[src/common/hist_settings.svh]
`ifndef HIST_SETTINGS_SVH
`define HIST_SETTINGS_SVH

// ~~~~~~~~~~~~~~~~~~~~
// histogram geometry
// ~~~~~~~~~~~~~~~~~~~~

`define HIST_NUM_BINS    16   // bins per pixel.
`define HIST_BIN_W       4    // bin address bits.
`define HIST_COUNT_W     8    // counter bits.
`define HIST_COUNT_MAX   255  // saturation value.

// ~~~~~~~~~~~~~~~~~~~~
// event word fields
// ~~~~~~~~~~~~~~~~~~~~

`define HIST_WEIGHT_W    4    // hit weight bits.
`define HIST_PIXEL_W     6    // pixel id bits.

// ~~~~~~~~~~~~~~~~~~~~
// stream credits
// ~~~~~~~~~~~~~~~~~~~~

`define HIST_EVT_DEPTH   4    // input queue, same as sender credits.
`define HIST_OUT_CREDITS 4    // slots held by the consumer.

`endif

[src/common/hist_pkg.sv]
`include "hist_settings.svh"

package hist_pkg;

    // marker codes, upper two bits of a marker word.
    typedef enum logic [1:0] {
        mk_close = 2'b00,  // read out and clear.
        mk_drop  = 2'b01,  // clear, no output.
        mk_rsv_2 = 2'b10,  // ignored.
        mk_rsv_3 = 2'b11   // ignored.
    } marker_kind_e;

    // one event word, decoded as a hit or as a marker
    // depending on the marker flag that travels beside it.
    typedef union packed {
        struct packed {
            logic [`HIST_WEIGHT_W-1:0] weight;  // added to the bin.
            logic [`HIST_BIN_W-1:0]    bin;     // target bin.
        } bin_view;
        struct packed {
            marker_kind_e              kind;    // close or drop.
            logic [`HIST_PIXEL_W-1:0]  pixel;   // pixel id.
        } marker_view;
    } hist_evt_u;

endpackage

[src/common/bin_ram_if.sv]
`include "hist_settings.svh"

interface bin_ram_if;

    logic                        acc_en;      // accumulate strobe.
    logic [`HIST_BIN_W-1:0]      acc_bin;
    logic [`HIST_WEIGHT_W-1:0]   acc_weight;
    logic                        rd_en;       // read-and-clear strobe.
    logic [`HIST_BIN_W-1:0]      rd_bin;
    logic                        clr_en;      // plain clear strobe.
    logic [`HIST_BIN_W-1:0]      clr_bin;
    logic                        rd_valid;    // read data returned.
    logic [`HIST_COUNT_W-1:0]    rd_count;

    // controller side.
    modport rq (
        output acc_en, acc_bin, acc_weight,
        output rd_en, rd_bin,
        output clr_en, clr_bin,
        input  rd_valid
    );

    // memory side.
    modport mem (
        input  acc_en, acc_bin, acc_weight,
        input  rd_en, rd_bin,
        input  clr_en, clr_bin,
        output rd_valid, rd_count
    );

    // observer of returned reads.
    modport watch (
        input  rd_valid, rd_count
    );

endinterface

[src/hist_builder/bin_counter_ram.sv]
`include "hist_settings.svh"

module bin_counter_ram (
    input  logic                   clk,
    input  logic                   res,
    bin_ram_if.mem                 ram,
    output logic [`HIST_BIN_W-1:0] rd_bin_out
);

    logic [`HIST_COUNT_W-1:0]  mem [`HIST_NUM_BINS];

    logic                      req_any;
    logic [`HIST_BIN_W-1:0]    req_bin;
    logic                      fwd;

    logic                      s1_valid;
    logic                      s1_acc;
    logic                      s1_rd;
    logic [`HIST_BIN_W-1:0]    s1_bin;
    logic [`HIST_WEIGHT_W-1:0] s1_weight;
    logic [`HIST_COUNT_W-1:0]  s1_old;
    logic [`HIST_COUNT_W:0]    s1_sum;
    logic [`HIST_COUNT_W-1:0]  s1_new;

    // ~~~~~~~~~~~~~~~~~~~~
    // request select
    // ~~~~~~~~~~~~~~~~~~~~

    assign req_any = ram.acc_en || ram.rd_en || ram.clr_en;

    always_comb begin
        if (ram.acc_en) begin
            req_bin = ram.acc_bin;
        end else if (ram.rd_en) begin
            req_bin = ram.rd_bin;
        end else begin
            req_bin = ram.clr_bin;
        end
    end

    // stage 1 writes back this cycle, so its result bypasses the array.
    assign fwd = s1_valid && (s1_bin == req_bin);

    // ~~~~~~~~~~~~~~~~~~~~
    // stage 1 compute
    // ~~~~~~~~~~~~~~~~~~~~

    assign s1_sum = {1'b0, s1_old} + (`HIST_COUNT_W + 1)'(s1_weight);

    always_comb begin
        if (!s1_acc) begin
            s1_new = '0;  // read and clear both leave zero.
        end else if (s1_sum > `HIST_COUNT_MAX) begin
            s1_new = `HIST_COUNT_W'(`HIST_COUNT_MAX);
        end else begin
            s1_new = s1_sum[`HIST_COUNT_W-1:0];
        end
    end

    always_ff @(posedge clk or negedge res) begin
        if (!res) begin
            s1_valid     <= 1'b0;
            s1_acc       <= 1'b0;
            s1_rd        <= 1'b0;
            ram.rd_valid <= 1'b0;
        end else begin
            s1_valid     <= req_any;
            s1_acc       <= ram.acc_en;
            s1_rd        <= ram.rd_en;
            ram.rd_valid <= s1_rd;  // two cycles after the read.
        end
    end

    always_ff @(posedge clk) begin
        if (req_any) begin
            s1_bin    <= req_bin;
            s1_weight <= ram.acc_weight;
            s1_old    <= fwd ? s1_new : mem[req_bin];
        end
        if (s1_valid) begin
            mem[s1_bin] <= s1_new;
        end
        if (s1_rd) begin
            ram.rd_count <= s1_old;
            rd_bin_out   <= s1_bin;
        end
    end

endmodule

[src/hist_builder/hist_ctrl.sv]
`include "hist_settings.svh"

module hist_ctrl (
    input  logic                      clk,
    input  logic                      res,
    input  logic                      evt_valid,
    input  hist_pkg::hist_evt_u       evt_word,
    input  logic                      evt_marker,
    output logic                      evt_credit,
    input  logic                      hist_credit,
    bin_ram_if.rq                     ram,
    output logic                      scan_start,
    output logic [`HIST_PIXEL_W-1:0]  cur_pixel
);
    import hist_pkg::*;

    localparam int q_aw  = $clog2(`HIST_EVT_DEPTH);
    localparam int oc_w  = $clog2(`HIST_OUT_CREDITS + 1);
    localparam int rp_w  = $clog2(`HIST_NUM_BINS + 1);
    localparam int evt_w = $bits(hist_evt_u) + 1;

    localparam logic [2:0] clear_all   = 3'd0;
    localparam logic [2:0] count_input = 3'd1;
    localparam logic [2:0] drain       = 3'd2;
    localparam logic [2:0] readout     = 3'd3;
    localparam logic [2:0] drop_clear  = 3'd4;

    logic [evt_w-1:0]       q_mem [`HIST_EVT_DEPTH];
    logic [q_aw-1:0]        q_wr;
    logic [q_aw-1:0]        q_rd;
    logic [q_aw:0]          q_cnt;
    logic                   q_pop;
    logic                   head_marker;
    hist_evt_u              head_evt;

    logic [2:0]             state;
    logic [`HIST_BIN_W-1:0] bin_ptr;
    logic                   last_bin;
    logic                   rd_all;
    logic                   rd_issue;
    logic                   acc_d1;
    logic [oc_w-1:0]        out_cred;
    logic [rp_w-1:0]        rd_pend;
    logic [rp_w-1:0]        rd_pend_nxt;

    // ~~~~~~~~~~~~~~~~~~~~
    // event queue
    // ~~~~~~~~~~~~~~~~~~~~

    assign q_pop = (state == count_input) && (q_cnt != '0);
    assign {head_marker, head_evt} = q_mem[q_rd];

    always_ff @(posedge clk) begin
        if (evt_valid) begin
            q_mem[q_wr] <= {evt_marker, evt_word};
        end
    end

    always_ff @(posedge clk or negedge res) begin
        if (!res) begin
            q_wr       <= '0;
            q_rd       <= '0;
            q_cnt      <= '0;
            evt_credit <= 1'b0;
        end else begin
            if (evt_valid) begin
                q_wr <= q_wr + 1'b1;
            end
            if (q_pop) begin
                q_rd <= q_rd + 1'b1;
            end
            if (evt_valid && !q_pop) begin
                q_cnt <= q_cnt + 1'b1;
            end else if (!evt_valid && q_pop) begin
                q_cnt <= q_cnt - 1'b1;
            end
            evt_credit <= q_pop;  // one credit back per pop.
        end
    end

    // ~~~~~~~~~~~~~~~~~~~~
    // output credits
    // ~~~~~~~~~~~~~~~~~~~~

    assign rd_issue = (state == readout) && !rd_all && (out_cred != '0);
    assign last_bin = (bin_ptr == `HIST_BIN_W'(`HIST_NUM_BINS - 1));

    // reads issued but not yet returned.
    always_comb begin
        rd_pend_nxt = rd_pend;
        if (ram.rd_en && !ram.rd_valid) begin
            rd_pend_nxt = rd_pend + 1'b1;
        end else if (!ram.rd_en && ram.rd_valid) begin
            rd_pend_nxt = rd_pend - 1'b1;
        end
    end

    always_ff @(posedge clk or negedge res) begin
        if (!res) begin
            out_cred <= oc_w'(`HIST_OUT_CREDITS);
            rd_pend  <= '0;
        end else begin
            if (hist_credit && !rd_issue) begin
                out_cred <= out_cred + 1'b1;
            end else if (!hist_credit && rd_issue) begin
                out_cred <= out_cred - 1'b1;  // slot reserved at issue.
            end
            rd_pend <= rd_pend_nxt;
        end
    end

    // ~~~~~~~~~~~~~~~~~~~~
    // control FSM
    // ~~~~~~~~~~~~~~~~~~~~

    always_ff @(posedge clk or negedge res) begin
        if (!res) begin
            state          <= clear_all;
            bin_ptr        <= '0;
            rd_all         <= 1'b0;
            acc_d1         <= 1'b0;
            scan_start     <= 1'b0;
            cur_pixel      <= '0;
            ram.acc_en     <= 1'b0;
            ram.acc_bin    <= '0;
            ram.acc_weight <= '0;
            ram.rd_en      <= 1'b0;
            ram.rd_bin     <= '0;
            ram.clr_en     <= 1'b0;
            ram.clr_bin    <= '0;
        end else begin
            ram.acc_en <= 1'b0;
            ram.rd_en  <= 1'b0;
            ram.clr_en <= 1'b0;
            scan_start <= 1'b0;
            acc_d1     <= ram.acc_en;  // accumulate still in ram stage 1.
            case (state)
                clear_all, drop_clear: begin
                    ram.clr_en  <= 1'b1;
                    ram.clr_bin <= bin_ptr;
                    bin_ptr     <= bin_ptr + 1'b1;
                    if (last_bin) begin
                        state <= count_input;
                    end
                end
                count_input: begin
                    if (q_pop && head_marker) begin
                        case (head_evt.marker_view.kind)
                            mk_close: begin
                                cur_pixel <= head_evt.marker_view.pixel;
                                state     <= drain;
                            end
                            mk_drop: state <= drop_clear;
                            default: state <= count_input;  // reserved codes.
                        endcase
                    end else if (q_pop) begin
                        ram.acc_en     <= 1'b1;
                        ram.acc_bin    <= head_evt.bin_view.bin;
                        ram.acc_weight <= head_evt.bin_view.weight;
                    end
                end
                drain: begin
                    if (!acc_d1) begin
                        state      <= readout;
                        scan_start <= 1'b1;
                        rd_all     <= 1'b0;
                    end
                end
                readout: begin
                    if (rd_issue) begin
                        ram.rd_en  <= 1'b1;
                        ram.rd_bin <= bin_ptr;
                        bin_ptr    <= bin_ptr + 1'b1;
                        rd_all     <= last_bin;
                    end
                    if (rd_all && rd_pend_nxt == '0) begin
                        state <= count_input;  // last bin is back.
                    end
                end
                default: state <= clear_all;
            endcase
        end
    end

endmodule

[src/hist_builder/peak_finder.sv]
`include "hist_settings.svh"

module peak_finder (
    input  logic                      clk,
    input  logic                      res,
    bin_ram_if.watch                  ram,
    input  logic [`HIST_BIN_W-1:0]    rd_bin,
    input  logic                      scan_start,
    input  logic [`HIST_PIXEL_W-1:0]  pixel,
    output logic                      peak_valid,
    output logic [`HIST_PIXEL_W-1:0]  peak_pixel,
    output logic [`HIST_BIN_W-1:0]    peak_bin,
    output logic [`HIST_COUNT_W-1:0]  peak_count
);

    logic [`HIST_COUNT_W-1:0] best_count;
    logic [`HIST_BIN_W-1:0]   best_bin;
    logic [`HIST_PIXEL_W-1:0] scan_pixel;
    logic                     take;
    logic [`HIST_COUNT_W-1:0] cand_count;
    logic [`HIST_BIN_W-1:0]   cand_bin;
    logic                     scan_end;

    // strictly greater only, so ties stay on the lower bin.
    assign take       = ram.rd_count > best_count;
    assign cand_count = take ? ram.rd_count : best_count;
    assign cand_bin   = take ? rd_bin : best_bin;
    assign scan_end   = ram.rd_valid && (rd_bin == `HIST_BIN_W'(`HIST_NUM_BINS - 1));

    always_ff @(posedge clk or negedge res) begin
        if (!res) begin
            peak_valid <= 1'b0;
        end else begin
            peak_valid <= scan_end;
        end
    end

    always_ff @(posedge clk) begin
        if (scan_start) begin
            best_count <= '0;
            best_bin   <= '0;
            scan_pixel <= pixel;  // held for the whole readout.
        end else if (ram.rd_valid) begin
            best_count <= cand_count;
            best_bin   <= cand_bin;
        end
        if (scan_end) begin
            peak_pixel <= scan_pixel;
            peak_bin   <= cand_bin;
            peak_count <= cand_count;
        end
    end

endmodule

[src/hist_top.sv]
`include "hist_settings.svh"

module hist_top (
    input  logic                      clk,
    input  logic                      res,
    input  logic                      evt_valid,
    input  hist_pkg::hist_evt_u       evt_word,
    input  logic                      evt_marker,
    output logic                      evt_credit,
    output logic                      hist_valid,
    output logic [`HIST_PIXEL_W-1:0]  hist_pixel,
    output logic [`HIST_BIN_W-1:0]    hist_bin,
    output logic [`HIST_COUNT_W-1:0]  hist_count,
    input  logic                      hist_credit,
    output logic                      peak_valid,
    output logic [`HIST_PIXEL_W-1:0]  peak_pixel,
    output logic [`HIST_BIN_W-1:0]    peak_bin,
    output logic [`HIST_COUNT_W-1:0]  peak_count
);

    logic                     scan_start;
    logic [`HIST_PIXEL_W-1:0] cur_pixel;
    logic [`HIST_BIN_W-1:0]   rd_bin_out;

    bin_ram_if ram_bus ();

    hist_ctrl u_ctrl (
        .clk         (clk),
        .res         (res),
        .evt_valid   (evt_valid),
        .evt_word    (evt_word),
        .evt_marker  (evt_marker),
        .evt_credit  (evt_credit),
        .hist_credit (hist_credit),
        .ram         (ram_bus.rq),
        .scan_start  (scan_start),
        .cur_pixel   (cur_pixel)
    );

    bin_counter_ram u_ram (
        .clk        (clk),
        .res        (res),
        .ram        (ram_bus.mem),
        .rd_bin_out (rd_bin_out)
    );

    peak_finder u_peak (
        .clk        (clk),
        .res        (res),
        .ram        (ram_bus.watch),
        .rd_bin     (rd_bin_out),
        .scan_start (scan_start),
        .pixel      (cur_pixel),
        .peak_valid (peak_valid),
        .peak_pixel (peak_pixel),
        .peak_bin   (peak_bin),
        .peak_count (peak_count)
    );

    // output stream is the read return path.
    assign hist_valid = ram_bus.rd_valid;
    assign hist_count = ram_bus.rd_count;
    assign hist_bin   = rd_bin_out;
    assign hist_pixel = cur_pixel;

endmodule

[config.mk]
export PLATFORM = sky130hd
export DESIGN_NAME = hist_top
export DESIGN_NICKNAME = d
export VERILOG_FILES = /design/src/common/hist_pkg.sv /design/src/common/bin_ram_if.sv /design/src/hist_builder/bin_counter_ram.sv /design/src/hist_builder/hist_ctrl.sv /design/src/hist_builder/peak_finder.sv /design/src/hist_top.sv
export VERILOG_INCLUDE_DIRS = /design/src /design/src/common
export SDC_FILE = /design/constraint.sdc
export NUM_CORES = 1
export LEC_CHECK = 0
export ABC_AREA = 1
export BUFFER_PORTS_ARGS = -buffer_cell sky130_fd_sc_hd__buf_2
export CORE_MARGIN = 2
export CORE_UTILIZATION = 40
export CTS_CLUSTER_DIAMETER = 150
export DETAILED_ROUTE_END_ITERATION = 6
export GPL_TIMING_DRIVEN = 1
export REMOVE_ABC_BUFFERS = 1
export SETUP_SLACK_MARGIN = 0.05
export SLEW_MARGIN = 10
export SYNTH_ARGS = -nofsm -noshare
export SYNTH_HDL_FRONTEND = slang
export SYNTH_SLANG_ARGS = --single-unit
[constraint.sdc]
create_clock -name clk -period 3.1 [get_ports clk]
set_input_delay 0.155 -clock clk [delete_from_list [all_inputs] [get_ports clk]]
set_output_delay 0.155 -clock clk [all_outputs]
set_load 0.005 [all_outputs]
# Yosys cells after proc, flatten, opt, wreduce, memory -nomap -nowiden
# Memory sizes are Yosys's and may differ from the RTL's. A register that Yosys moved wholly into a read port is not among the register bits.
# Index checks and enable logic that the tools add are counted.
dict set report op_classes {
  bitwise 1
  addsub 10
  n_mux 35
  eq_ne 12
  reduce_logical 37
  order_cmp 2
}
# operator n
set op_table {}
lappend op_table {{3-bit two-way mux} 8}
lappend op_table {{8-bit two-way mux} 3}
lappend op_table {{4-bit two-way mux} 4}
lappend op_table {{1-bit two-way mux} 14}
lappend op_table {{1-bit logical AND} 12}
lappend op_table {{3-bit one-hot mux with 4 select lines} 1}
lappend op_table {{5-bit two-way mux} 2}
lappend op_table {{8-bit by 4-bit adder with 9-bit output} 1}
lappend op_table {{9-bit by 8-bit greater-than comparator with 1-bit output (second input constant)} 1}
lappend op_table {{3-bit AND reduction} 3}
lappend op_table {{4-bit == test (second input constant)} 2}
lappend op_table {{8-bit greater-than comparator} 1}
lappend op_table {{4-bit one-hot mux with 2 select lines} 1}
lappend op_table {{2-bit nonzero test} 4}
lappend op_table {{1-bit zero test} 7}
lappend op_table {{3-bit by 1-bit adder with 3-bit output (second input constant)} 2}
lappend op_table {{3-bit by 2-bit == test with 1-bit output (second input constant)} 2}
lappend op_table {{2-bit inequality test (second input constant)} 3}
lappend op_table {{3-bit one-hot mux with 2 select lines} 1}
lappend op_table {{3-bit nonzero test} 2}
lappend op_table {{3-bit by 1-bit subtractor with 3-bit output (second input constant)} 2}
lappend op_table {{5-bit by 1-bit adder with 5-bit output (second input constant)} 1}
lappend op_table {{5-bit zero test} 1}
lappend op_table {{5-bit by 1-bit subtractor with 5-bit output (second input constant)} 1}
lappend op_table {{other kinds (14)} 18}
dict set report word_totals {
  ramBits 164
  out_inout_bits 39
  word_cells 132
  memories 2
  regBits 111
}
# name words word_bits rd rd_ports_with_merged_regs wr line_no
set memory_table {}
lappend memory_table {u_ram.mem 16 8 1 1 1 bin_counter_ram.sv:10} ;# logic [`HIST_COUNT_W-1:0] mem [`HIST_NUM_BINS];
lappend memory_table {u_ctrl.q_mem 4 9 1 0 1 hist_ctrl.sv:28} ;# logic [evt_w-1:0] q_mem [`HIST_EVT_DEPTH];

# Depth between registers and ports, before layout
dict set report depth {
  ltp_word 8
  ltp_mapped 14
  depth_no_buf 14
}

# By module
# From an unflattened synthesis, not the netlist that was laid out.
dict set report hier_totals {
  hier_cells 1205
  area_unflattened_um2 12718.4
}
# mod cells_each instances seq_area_each_um2 area_per_inst_um2
set modules_own_cells {}
lappend modules_own_cells {bin_counter_ram 684 1 4784.6 7226.9}
lappend modules_own_cells {hist_ctrl 350 1 2358.5 3814.9}
lappend modules_own_cells {peak_finder 171 1 985.9 1676.6}

# Worst setup path before layout
# OpenSTA, ideal clock, no wires.
dict set report synth_timing {
  path_type {flip-flop to flip-flop}
  start {register, netlist name u_ram.s1_old[0]}
  end {register u_ram.s1_old[2], read port of u_ram.mem, data pin}
  required_ns 2.967
  path_stages_with_launch 11
  t_arrival_ns 2.179
  setup_ns 0.133
  path_slack_ns 0.789
  n_path_buf 0
  cell_sequence {edfxtp_1 -> ha_1 -> inv_1 -> fa_1 -> o21ai_1 -> nand2_1 -> nor2_1 -> nand2_1 -> a21oi_1 -> nand2_1 -> nand2_1}
}
# item line_no
set synth_lines {}
lappend synth_lines {{end: declaration} bin_counter_ram.sv:21} ;# logic [`HIST_COUNT_W-1:0] s1_old;

# Worst setup path after layout
dict set report layout_timing {
  start {register u_ram.s1_old[0], read port of u_ram.mem}
  end {memory u_ram.mem[12][1] in the netlist's numbering, data pin}
}
dict set report layout_between {
  elab_chain_len 4
}
# item line_no
set layout_lines {}
lappend layout_lines {{8-bit by 4-bit adder with 9-bit output *} bin_counter_ram.sv:48} ;# assign s1_sum = {1'b0, s1_old} + (`HIST_COUNT_W + 1)'(s1_weight);
lappend layout_lines {{9-bit by 8-bit greater-than comparator with 1-bit output (no line)} -}
lappend layout_lines {{8-bit two-way mux *} bin_counter_ram.sv:53} ;# end else if (s1_sum > `HIST_COUNT_MAX) begin
lappend layout_lines {{8-bit two-way mux *} bin_counter_ram.sv:51} ;# if (!s1_acc) begin
lappend layout_lines {{via u_ram.s1_new[1]} bin_counter_ram.sv:23} ;# logic [`HIST_COUNT_W-1:0] s1_new;
lappend layout_lines {{end: declaration} bin_counter_ram.sv:10}
# Mark *: on every way through the listed nets, which the timed path passes. The rest lies on a longest branch.

==> flow_summary.ini <==
[finish]
num_antenna_cells = 0
fin_cells = 1669
syn2layout_area_growth_pct = 14.4
fin_nets = 1286
drive_above_1_share_pct = 11.3

[status]
status = complete, no violations

[floorplanning]
coreArea_um2 = 30700
start_util_pct = 40.7
die-height_um = 181
num_rows = 64
die_w_um = 181
io_pins = 52
die-area_um2 = 32600

[worst_setup_path]
path_max_fanout = 12
required_ns = 3.49
crit_start = u_ram.s1_old[0]
rr_startpoint = u_ram.s1_old[0]
end_kind = register
cp.arrival_ns = 2.98
path_class = reg -> reg
startpoint_type = register

[logic_synthesis]
ys.flop_type = edfxtp_1
ys_warn_count = 0
synth_edf_count = 216
async_flop_share_pct = 19.4
netlist_top_cells_area = edfxtp_1 52%, dfrtp_1 11%, nand2_1 8.6%
yosysMostFrequentCell = nand2_1
syn_inst = 1174
synth.yosys.seq_area_share_pct = 64.9
synthesis.area_um2 = 12500
ys_types = 43
synth_top_cell_area_share_pct = 52.0
syn_area_per_cell_um2 = 10.6
ys_ff_latch = 283
synth_top_area_cell = edfxtp_1
synth_common_cells = 286 x nand2_1, 216 x edfxtp_1, 164 x inv_1

[clock_network]
clockRootBuffer = clkbuf_16
path_clk_slew_ns = 0.06
numCtsBuffers = 30
cts_max_level = 1
cts_tree = done
clockBufferDepth = 3
clock_sinks = 283
insertion_delay_ns = 0.57
post_cts_buffers = 0

[power]
switching_share_pct = 39.5
p_per_area_nw_per_um2 = 1080
seq_power_share_pct = 38.9
clkPwrFrac_pct = 22.8
pwr-share-comb_pct = 38.3
p_switching_mw = 6.11
cellLeakagePower_nw = 6.16
vdd_drop_max_v = 0.000559
internal_power_mw = 9.36

[timing]
finalSetupTns_ns = 0
grt_setup_unrepaired = no
timing.final.crit_share_pct = 83.6
hold_viol_final = 0
fmax_ghz = 0.386
min_period_ns = 2.59
skew_ns = 0.0291
setup_viol = 0
finalMaxSlewViolations = 0
worstMarginPinSlew_ns = 0.865
relSlewSlack_pct = 42.1

[global_route]
grt_max_degree = 49
antenna_found_initial = 0
grt_pass1_vias = 8033
grt_pass1_wl_um = 44300
grt.overflow.total = 0
grt_util_all_layers_pct = 16.9

[placement]
dp_cells = 1601
dpl.hpwl_um = 17300
gp_congestion = 0.814
io_buffer_count = 51

[hold_path]
hp-class = in -> async

[routing]
ant_nets = 0
first_pass_iters = 7
avgRoutedWirePerCell_um = 16.4
drtIter0Drc = 713
num_vias = 8285
drc = 0
wl_um = 27300
viasPerCell = 4.96

[run]
cap_violations = 0
-- cell usage in the layout (no fill, tap or decap), types with 2 or more instances in the layout --
cell type and count:
buf_4 17, o21a_1 3, xor2_1 9, dfxtp_1 12, nand3b_1 33, fa_1 3
clkinv_2 9, nand4_1 7, o21ai_0 32, clkbuf_16 30, nand2_2 4, dfrtp_1 54
o22ai_1 6, clkbuf_1 5, o21ai_1 2, a21oi_1 22, buf_2 51, nor2_1 51
clkinvlp_4 3, inv_2 9, nor3_1 3, bufinv_16 3, o211ai_1 2, inv_1 164
nand3_1 155, mux2_1 6, edfxtp_1 216, nand2_1 286, dlygate4sd3_1 12, nor2_4 4
xnor2_1 5, buf_12 2, o21bai_1 10, clkinv_1 5, mux2_2 2, ha_1 21
-- power by group through the flow --
stage | registers, mW | clock network [mW] | logic [mW]
floorplan | 5.93 | 0 | 3.91
global placement | 6.07 | 0 | 5.82
detailed placement | 6.09 | 0 | 5.92
CTS | 6.02 | 3.61 | 5.96
global route | 6.11 | 3.77 | 6.72
finish | 6.02 | 3.53 | 5.93
-- critical path, stage by stage, from the launching register on --
cell	delay (ns)
edfxtp_1	0.35
ha_1	0.19
inv_1	0.07
fa_1	0.40
o21ai_1	0.21
nand2_1	0.13
nor2_1	0.10
nand2_1	0.13
a21oi_1	0.51
buf_4	0.31
-- sequential cells by signal (all words and copies together), names as in the netlist, 3 cells and up --
| name | cells |
|---|---|
| u_ram.mem | 128 |
| u_ctrl.q_mem | 36 |
| u_peak.best_count | 8 |
| u_peak.peak_count | 8 |
| u_ram.ram.rd_count | 8 |
| u_ram.s1_old | 8 |
| u_ctrl.cur_pixel | 6 |
| u_peak.peak_pixel | 6 |
| u_peak.scan_pixel | 6 |
| u_ctrl.rd_pend | 5 |
| u_ctrl.bin_ptr | 4 |
| u_ctrl.ram.acc_bin | 4 |
| u_ctrl.ram.acc_weight | 4 |
| u_ctrl.ram.clr_bin | 4 |
| u_ctrl.ram.rd_bin | 4 |
| u_peak.best_bin | 4 |
| u_peak.peak_bin | 4 |
| u_ram.rd_bin_out | 4 |
| u_ram.s1_bin | 4 |
| u_ram.s1_weight | 4 |
| u_ctrl.out_cred | 3 |
| u_ctrl.q_cnt | 3 |
| u_ctrl.state | 3 |
-- worst paths after layout --
kind / to / slack, ns / depth (start not counted)
worst max-delay path: u_ram.mem[12][1] / 0.51 / 9
worst min-delay path: u_ctrl.q_cnt[0] / 0.22 / 2
worst max register to register: u_ram.mem[12][1] / 0.51 / 9
worst min register to register: u_peak.peak_pixel[0] / 0.43 / 0
max in group asynchronous: u_ctrl.cur_pixel[4] / 2.10 / 3
min in group clk: u_ctrl.q_mem[3][5] / 0.33 / 2
-- through the flow --
step | area [um2] | power, mW | util (%) | setup slack, ns | hold slack, ns
after floorplan | 12200 | 9.84 | - | 0.0179 | -0.141
after global routing | 14300 | 16.6 | 46.5 | 0.283 | 0.261
final | 14300 | 15.5 | 46.5 | 0.507 | 0.217
after global placement | 13200 | 11.9 | 42.9 | 0.713 | 0.281
after CTS | 14300 | 15.6 | 46.5 | 0.571 | 0.210
after detailed placement | 13200 | 12.0 | 42.9 | 0.627 | 0.281
-- logic make-up after synthesis --
kind of cell / Yosys count / share of synthesized area (%)
buffers and inverters: 214 / 7.12
XOR/XNOR: 15 / 1.11
adder cells (fa/ha/maj): 24 / 2.59
AO/OA/AOI/OAI: 82 / 3.87
multiplexers: 8 / 0.722
flip-flops: 283 / 64.9
AND/OR/NAND/NOR: 548 / 19.6
-- area by class of cell --
| class | count | area (um2) |
|---|---|---|
| clock inverter | 21 | 211 |
| multi-input combinational | 677 | 3490 |
| fill | 2840 | 16400 |
| timing repair buffer | 82 | 543 |
| inverter | 175 | 659 |
| sequential | 283 | 8100 |
| clock buffer | 35 | 769 |
| tap | 396 | 495 |
-- layer usage --
layer	wire, um	share of wire [%]	GRT usage (%)	vias to the layer above
met2	12600	46	27.0	223
met3	1720	6.3	2.97	40
met5	0	0	0	-
li1	-	-	-	4054
met1	12500	46	24.2	3968
met4	394	1.4	3.71	0
-- repair_timing --
item                                   4_1_cts  5_1_grt
hold buffers                                12        0
resized for setup                            0        0
endpoints found under the hold margin       72        0
No activity file was read; power rests on OpenSTA's default activity.
